## src/hdl/ifu_cfg.svh

```systemverilog
`ifndef IFU_CFG_SVH
`define IFU_CFG_SVH

// itlb size
// fully associative, any count of 2 or more
`define ITLB_ENTRIES 8

// flag bit positions in the 4-bit entry flags field
`define PTE_V 0
`define PTE_P 1

`endif
```

## src/hdl/ifu_pkg.sv

```systemverilog
`default_nettype none

`include "ifu_cfg.svh"

package ifu_pkg;

   localparam int ITLB_IDX_W = $clog2(`ITLB_ENTRIES);

   // two-access fetch sequencing
   typedef enum logic {
      st_first,
      st_second
   } fetch_state_e;

   // loader write port into the itlb
   typedef struct packed {
      logic                  we;
      logic [ITLB_IDX_W-1:0] idx;
      logic [19:0]           vpn;
      logic [19:0]           ppn;
      logic [3:0]            flags;
   } tlb_wr_t;

   typedef struct packed {
      logic [31:0] la;
      logic [19:0] vpn2;
      logic        cross_cl;
      logic        cross_pg;
      logic [4:0]  size1;
      logic [4:0]  size2;
   } fetch_addr_t;

   typedef struct packed {
      logic [19:0] ppn;
      logic [3:0]  flags;
   } itlb_pte_t;

   typedef struct packed {
      logic [19:0] ppn1;
      logic [19:0] ppn2;
      logic        v1;
      logic        v2;
      logic        fault;
   } xlate_t;

   typedef struct packed {
      logic [31:0] addr;
      logic [4:0]  size;
      logic        en;
   } icache_req_t;

endpackage

`default_nettype wire

```

## src/hdl/ifu_top.sv

```systemverilog
`default_nettype none

`include "ifu_cfg.svh"

module ifu_top (
   input  logic                 clk,
   input  logic                 arst_n,

   // fetch stage
   input  logic                 v_mem_rd,
   input  logic [31:0]          va_rd_addr,
   input  logic [15:0]          cseg,

   // tlb loader
   input  ifu_pkg::tlb_wr_t     tlb_wr,

   // instruction cache
   input  logic [127:0]         icache_rd_data,
   input  logic                 icache_ready,
   output ifu_pkg::icache_req_t icache_req,

   output logic                 rd_stall,
   output logic                 page_fault,
   output logic [127:0]         rd_data
);

   ifu_pkg::fetch_addr_t     fa;
   ifu_pkg::xlate_t          xl;
   logic [`ITLB_ENTRIES-1:0] hit1;
   logic [`ITLB_ENTRIES-1:0] hit2;
   ifu_pkg::itlb_pte_t       pte [`ITLB_ENTRIES];

   ifu_addr_gen u_addr_gen (
      .va_rd_addr (va_rd_addr),
      .cseg       (cseg),
      .fa         (fa)
   );

   // one entry per slot, all searched in parallel
   for (genvar i = 0; i < `ITLB_ENTRIES; i++) begin : g_entry
      itlb_entry #(
         .ENTRY_ID (i)
      ) u_entry (
         .clk    (clk),
         .arst_n (arst_n),
         .tlb_wr (tlb_wr),
         .fa     (fa),
         .hit1   (hit1[i]),
         .hit2   (hit2[i]),
         .pte    (pte[i])
      );
   end

   itlb_select u_select (
      .hit1       (hit1),
      .hit2       (hit2),
      .pte        (pte),
      .fa         (fa),
      .v_mem_rd   (v_mem_rd),
      .xl         (xl),
      .page_fault (page_fault)
   );

   ifu_controller u_ctrl (
      .clk            (clk),
      .arst_n         (arst_n),
      .v_mem_rd       (v_mem_rd),
      .fa             (fa),
      .xl             (xl),
      .icache_rd_data (icache_rd_data),
      .icache_ready   (icache_ready),
      .icache_req     (icache_req),
      .rd_stall       (rd_stall),
      .rd_data        (rd_data)
   );

endmodule

`default_nettype wire

```

## src/hdl/ifu_controller.sv

```systemverilog
`default_nettype none

module ifu_controller (
   input  logic                  clk,
   input  logic                  arst_n,
   input  logic                  v_mem_rd,
   input  ifu_pkg::fetch_addr_t  fa,
   input  ifu_pkg::xlate_t       xl,
   input  logic [127:0]          icache_rd_data,
   input  logic                  icache_ready,
   output ifu_pkg::icache_req_t  icache_req,
   output logic                  rd_stall,
   output logic [127:0]          rd_data
);

   ifu_pkg::fetch_state_e state;
   ifu_pkg::fetch_state_e state_nxt;

   logic [31:0]  addr1;
   logic [31:0]  addr2;
   logic         en;
   logic         in_second;
   logic         done;
   logic         first_cap;
   logic [127:0] first_half;
   logic [7:0]   shamt;
   logic [127:0] low_mask;
   logic [127:0] merged;

   assign in_second = (state == ifu_pkg::st_second);

   assign addr1 = {xl.ppn1, fa.la[11:0]};

   // next line, either in this page or at the start of the next one
   assign addr2 = fa.cross_pg ? {xl.ppn2, 12'h000}
                              : {xl.ppn1, fa.la[11:4] + 8'd1, 4'h0};

   assign en = v_mem_rd & ~xl.fault;

   assign done = icache_ready & (in_second | ~fa.cross_cl);

   assign rd_stall = en & ~done;

   // first half of a split fetch lands this cycle
   assign first_cap = en & ~in_second & fa.cross_cl & icache_ready;

   always_comb begin
      icache_req.en   = en;
      icache_req.addr = in_second ? addr2 : addr1;
      icache_req.size = in_second ? fa.size2 : fa.size1;
   end

   always_comb begin
      state_nxt = state;
      case (state)
         ifu_pkg::st_first: begin
            if (first_cap) begin
               state_nxt = ifu_pkg::st_second;
            end
         end
         ifu_pkg::st_second: begin
            // drop back if the request went away or finished
            if (!en || icache_ready) begin
               state_nxt = ifu_pkg::st_first;
            end
         end
         default: begin
            state_nxt = ifu_pkg::st_first;
         end
      endcase
   end

   always_ff @(posedge clk or negedge arst_n) begin
      if (!arst_n) begin
         state <= ifu_pkg::st_first;
      end else begin
         state <= state_nxt;
      end
   end

   always_ff @(posedge clk) begin
      if (first_cap) begin
         first_half <= icache_rd_data;
      end
   end

   // size1 lanes from the buffer, second access above them
   assign shamt    = {fa.size1, 3'b000};
   assign low_mask = ~({128{1'b1}} << shamt);

   always_comb begin
      if (in_second) begin
         merged = (first_half & low_mask) | (icache_rd_data << shamt);
      end else begin
         merged = icache_rd_data;
      end
   end

   // fetch order puts lane 0 on top
   always_comb begin
      for (int i = 0; i < 16; i++) begin
         rd_data[127 - 8*i -: 8] = merged[8*i +: 8];
      end
   end

endmodule

`default_nettype wire

```

## src/hdl/itlb_select.sv

```systemverilog
`default_nettype none

`include "ifu_cfg.svh"

module itlb_select (
   input  logic [`ITLB_ENTRIES-1:0] hit1,
   input  logic [`ITLB_ENTRIES-1:0] hit2,
   input  ifu_pkg::itlb_pte_t       pte [`ITLB_ENTRIES],
   input  ifu_pkg::fetch_addr_t     fa,
   input  logic                     v_mem_rd,
   output ifu_pkg::xlate_t          xl,
   output logic                     page_fault
);

   localparam int PTE_W = $bits(ifu_pkg::itlb_pte_t);

   ifu_pkg::itlb_pte_t sel1;
   ifu_pkg::itlb_pte_t sel2;
   logic               v1;
   logic               v2;

   // and-or mux over the one-hot hits
   always_comb begin
      sel1 = '0;
      sel2 = '0;
      for (int i = 0; i < `ITLB_ENTRIES; i++) begin
         sel1 = sel1 | (pte[i] & {PTE_W{hit1[i]}});
         sel2 = sel2 | (pte[i] & {PTE_W{hit2[i]}});
      end
   end

   // hit already implies V, present is checked here
   assign v1 = (|hit1) & sel1.flags[`PTE_P];
   assign v2 = (|hit2) & sel2.flags[`PTE_P];

   // next page only matters when the fetch leaves this page
   assign page_fault = v_mem_rd & (~v1 | (fa.cross_pg & ~v2));

   always_comb begin
      xl.ppn1  = sel1.ppn;
      xl.ppn2  = sel2.ppn;
      xl.v1    = v1;
      xl.v2    = v2;
      xl.fault = page_fault;
   end

endmodule

`default_nettype wire

```

## src/hdl/itlb_entry.sv

```systemverilog
`default_nettype none

`include "ifu_cfg.svh"

module itlb_entry #(
   parameter int ENTRY_ID = 0
) (
   input  logic                clk,
   input  logic                arst_n,
   input  ifu_pkg::tlb_wr_t    tlb_wr,
   input  ifu_pkg::fetch_addr_t fa,
   output logic                hit1,
   output logic                hit2,
   output ifu_pkg::itlb_pte_t  pte
);

   localparam logic [ifu_pkg::ITLB_IDX_W-1:0] MY_IDX = ifu_pkg::ITLB_IDX_W'(ENTRY_ID);

   logic [19:0] vpn;
   logic        wr_sel;

   assign wr_sel = tlb_wr.we && (tlb_wr.idx == MY_IDX);

   always_ff @(posedge clk or negedge arst_n) begin
      if (!arst_n) begin
         vpn <= '0;
         pte <= '0;
      end else if (wr_sel) begin
         vpn       <= tlb_wr.vpn;
         pte.ppn   <= tlb_wr.ppn;
         pte.flags <= tlb_wr.flags;
      end
   end

   // tag compare for both pages of the fetch
   assign hit1 = pte.flags[`PTE_V] && (vpn == fa.la[31:12]);
   assign hit2 = pte.flags[`PTE_V] && (vpn == fa.vpn2);

endmodule

`default_nettype wire

```

## src/hdl/ifu_addr_gen.sv

```systemverilog
`default_nettype none

module ifu_addr_gen (
   input  logic [31:0]          va_rd_addr,
   input  logic [15:0]          cseg,
   output ifu_pkg::fetch_addr_t fa
);

   logic [31:0] la;
   logic [3:0]  offset;
   logic        cross_cl;
   logic        cross_pg;

   // code segment base sits in the upper half
   assign la = va_rd_addr + {cseg, 16'h0000};

   assign offset = la[3:0];

   // any nonzero offset spills into the next 16-byte line
   assign cross_cl = |offset;

   // last line of the 4k page
   assign cross_pg = cross_cl & (&la[11:4]);

   always_comb begin
      fa.la       = la;
      fa.cross_cl = cross_cl;
      fa.cross_pg = cross_pg;

      // first access runs to the end of the line
      fa.size1 = 5'd16 - {1'b0, offset};

      // the remainder comes from the following line
      fa.size2 = {1'b0, offset};

      // page number looked up for the second access
      fa.vpn2 = la[31:12] + 20'd1;
   end

endmodule

`default_nettype wire

```

## config.mk

```make
export PLATFORM = sky130hd
export DESIGN_NAME = ifu_top
export DESIGN_NICKNAME = d
export VERILOG_FILES = /design/src/hdl/ifu_pkg.sv /design/src/hdl/ifu_top.sv /design/src/hdl/ifu_controller.sv /design/src/hdl/itlb_select.sv /design/src/hdl/itlb_entry.sv /design/src/hdl/ifu_addr_gen.sv
export VERILOG_INCLUDE_DIRS = /design/src /design/src/hdl
export SDC_FILE = /design/constraint.sdc
export NUM_CORES = 1
export LEC_CHECK = 0
export ABC_AREA = 1
export BUFFER_PORTS_ARGS = -buffer_cell sky130_fd_sc_hd__buf_2
export CAP_MARGIN = 0
export CELL_PAD_IN_SITES_DETAIL_PLACEMENT = 1
export CELL_PAD_IN_SITES_GLOBAL_PLACEMENT = 2
export CORE_ASPECT_RATIO = 1.75
export CORE_MARGIN = 10
export CORE_UTILIZATION = 34
export CTS_CLUSTER_DIAMETER = 150
export DETAILED_ROUTE_END_ITERATION = 12
export GPL_ROUTABILITY_DRIVEN = 0
export GPL_TIMING_DRIVEN = 0
export PLACE_DENSITY_LB_ADDON = 0.3
export SLEW_MARGIN = 40
export SYNTH_ARGS = -nofsm -noshare
export SYNTH_HDL_FRONTEND = slang
export SYNTH_HIERARCHICAL = 1
export SYNTH_SLANG_ARGS = --single-unit
```

## constraint.sdc

```tcl
create_clock -name clk -period 10.3 [get_ports clk]
set_input_delay 2.06 -clock clk [delete_from_list [all_inputs] [get_ports clk]]
set_output_delay 2.06 -clock clk [all_outputs]
set_load 0.02 [all_outputs]
```

==> key figures <==
Drt
  • DR WL/cell: 30.3 microns
  • Post-route ant nets: 0
  • Vias after detailed routing: 39300
  • # DRC: 0
  • DR vias/cell: 5.58
  • DR iter-0 viols: 3060
  • WL final: 214000 microns
  • DRT Pass-1 Iters: 8

Place
  • Pre-CTS setup slack: 0.321 ns
  • Hpwl dp: 163000 microns
  • Port bufs: 393

Die
  • Floorplan row count: 155
  • Core Area: 102000 sq um
  • DIE AREA: 116000 sq um
  • Die Height: 443 microns
  • IO Pins: 396
  • Die width: 262 microns
  • Initial Util: 34.2%

STA
  • Worst-Margin Slew: 0.944 ns
  • Fin. Hold Viols: 0
  • Period utilization: 97.4%
  • Final worst slack: 0.272 ns
  • RSZ-0062 raised after global routing: false
  • Rel. slew slack: 37.1%
  • Max Fclk: 0.0997 GHz
  • Min cycle time layout: 10.03 ns
  • Pins Over Slew Limit: 0
  • Endpoints failing setup: 0
  • Clk_skew: 0.0195 ns
  • WHS: 0.483 ns

Pwr
  • Seq pwr share: 35.1%
  • Peak supply drop: 152 uV
  • Leakage power: 21.4 nW
  • Switch Pwr: 0.00281 W
  • Int Power: 0.00406 W
  • Clock Power Share: 29.7%
  • Combinational power share: 35.3%
  • Sw frac: 40.9%
  • Pwr per Cell Area: 168 nW/um^2

Setup path
  • Critical path fanouts, max: 18
  • Critical path arrival: 7.97 ns
  • Critical path required time: 8.24 ns
  • CP max stage delay: 0.56 ns
  • Startpoint types: primary input
  • Slowest CP cell: fa_1
  • Cell mode on critical path: nand2_1
  • Setup crit start: cseg[0]
  • R2R Path Start: g_entry[1].u_entry/vpn[11]$_DFFE_PN0P_
  • Crit path kind: primary input to output pin
  • Critical path endpoint category: output pin

Worst hold path
  • Hold Path Origin: g_entry[0].u_entry/pte[22]$_DFFE_PN0P_
  • Worst Hold Class: flop to flop

Final layout
  • Fraction of layout cells with a size suffix above 1: 17.7%
  • Area of the multi-input gates: 19000 sq um
  • Register area: 12300 sq um
  • Most common cell after layout, fill and taps aside: nand2_1
  • Final #Nets: 5902
  • Fillers: 13300
  • Most frequent cells in the layout: 1914 x nand2_1, 584 x nor2_1, 531 x inv_1, 497 x buf_2, 405 x nand3_1
  • P&R area growth vs syn: 17.7%

Global routing
  • Vias in the first global route: 41100
  • Global-route wire length before repair: 297000 microns
  • Largest net degree at the start of global routing: 67
  • Total congestion overflow: 0
  • Number of antenna violations at the first check in global routing: 23
  • Total Routing Usage GR: 36.2%

Flow run
  • Max Cap Viol: 0

Synth
  • Syn_nets: 5426
  • YS warnings: 6
  • Syn Area/Cell: 6.70 sq um
  • Synthesized netlist cell count: 5179
  • Mapped Area: 34700 sq um

Clock network
  • Clk_lat worst skew: 0.67 ns
  • # hold bufs at CTS: 0
  • H-tree levels: 2
  • CTS Buf Count: 53
  • Sink Count: 465
  • Root Driver: clkbuf_16
  • TritonCTS clock tree: done
  • Clock Tree Buf Depth: 3
  • Clock-pin slew on the worst setup and hold paths: 0.07 ns

Status
  • Status: finished, final reports clean
## timing repair
| action | 4_1_cts | 5_1_grt |
|---|---|---|
| setup buffers | 0 | 0 |
| gates resized for setup | 0 | 1 |
| setup endpoints to repair | 0 | 1 |
## routing by layer
layer	vias up	track usage [%]	wire length, microns
li1	17400	-	-
met2	1915	62.0	103000
met3	1034	9.06	16200
met5	-	0	98
met1	18900	33.3	66400
met4	16	37.8	27400
## registers in the layout, indices dropped and copies added (netlist names)
register / flops
u_ctrl/first_half: 128
u_ctrl/in_second: 1
g_entry.u_entry/pte: 176
g_entry.u_entry/vpn: 160
## critical path, delay by kind of cell
family | cells | cell delay (ns)
AOI/OAI and AO/OA | 1 | 0.09
adders and majority gates | 2 | 0.79
buffers and inverters | 7 | 1.34
and+or+nand+nor | 22 | 3.60
## worst paths after layout
path                       cells past startpoint                                     end  slack [ns]
max                                           32                                rd_stall        0.27
min                                            2  g_entry[0].u_entry/pte[22]$_DFFE_PN0P_        0.48
max reg2reg                                   20         u_ctrl/first_half[62]$_DFFE_PP_        5.94
min reg2reg                                    2  g_entry[0].u_entry/pte[22]$_DFFE_PN0P_        0.48
max in group asynchronous                      5  g_entry[5].u_entry/vpn[18]$_DFFE_PN0P_        7.22
min in group asynchronous                      1  g_entry[3].u_entry/pte[15]$_DFFE_PN0P_        1.25
## layout make-up
cell class | count | share of cell area (%)
Buffer | 243 | 3.74
Multi-Input combinational cell | 3917 | 46.6
Clock buffer | 75 | 3.74
Antenna cell | 8 | 0.0490
Sequential cell | 465 | 30.0
Timing Repair Buffer | 421 | 6.06
Tap cell | 1334 | 4.08
Clock inverter | 24 | 0.631
Inverter | 554 | 5.10
## through the flow
step                total power [W]  setup TNS (ns)  util (%)  cell area, sq um  instances
floorplan                   0.00376               0         -             34700       5179
global placement            0.00469         -606.05      37.7             38300       6906
detailed placement          0.00478               0      38.4             39100       6934
CTS                         0.00683               0      40.2             40800       7033
global route                0.00718               0      40.2             40900       7033
finish                      0.00687               0      40.2             40900       7041
## power by group through the flow
| stage | sequential, W | clock, W | combinational, W |
|---|---|---|---|
| global route | 0.00245 | 0.00214 | 0.00260 |
| global placement | 0.00243 | 0 | 0.00226 |
| CTS | 0.00240 | 0.00207 | 0.00236 |
| detailed placement | 0.00244 | 0 | 0.00234 |
| floorplan | 0.00237 | 0 | 0.00139 |
| finish | 0.00241 | 0.00204 | 0.00242 |
Note: power is estimated with default switching activity, not from simulation.
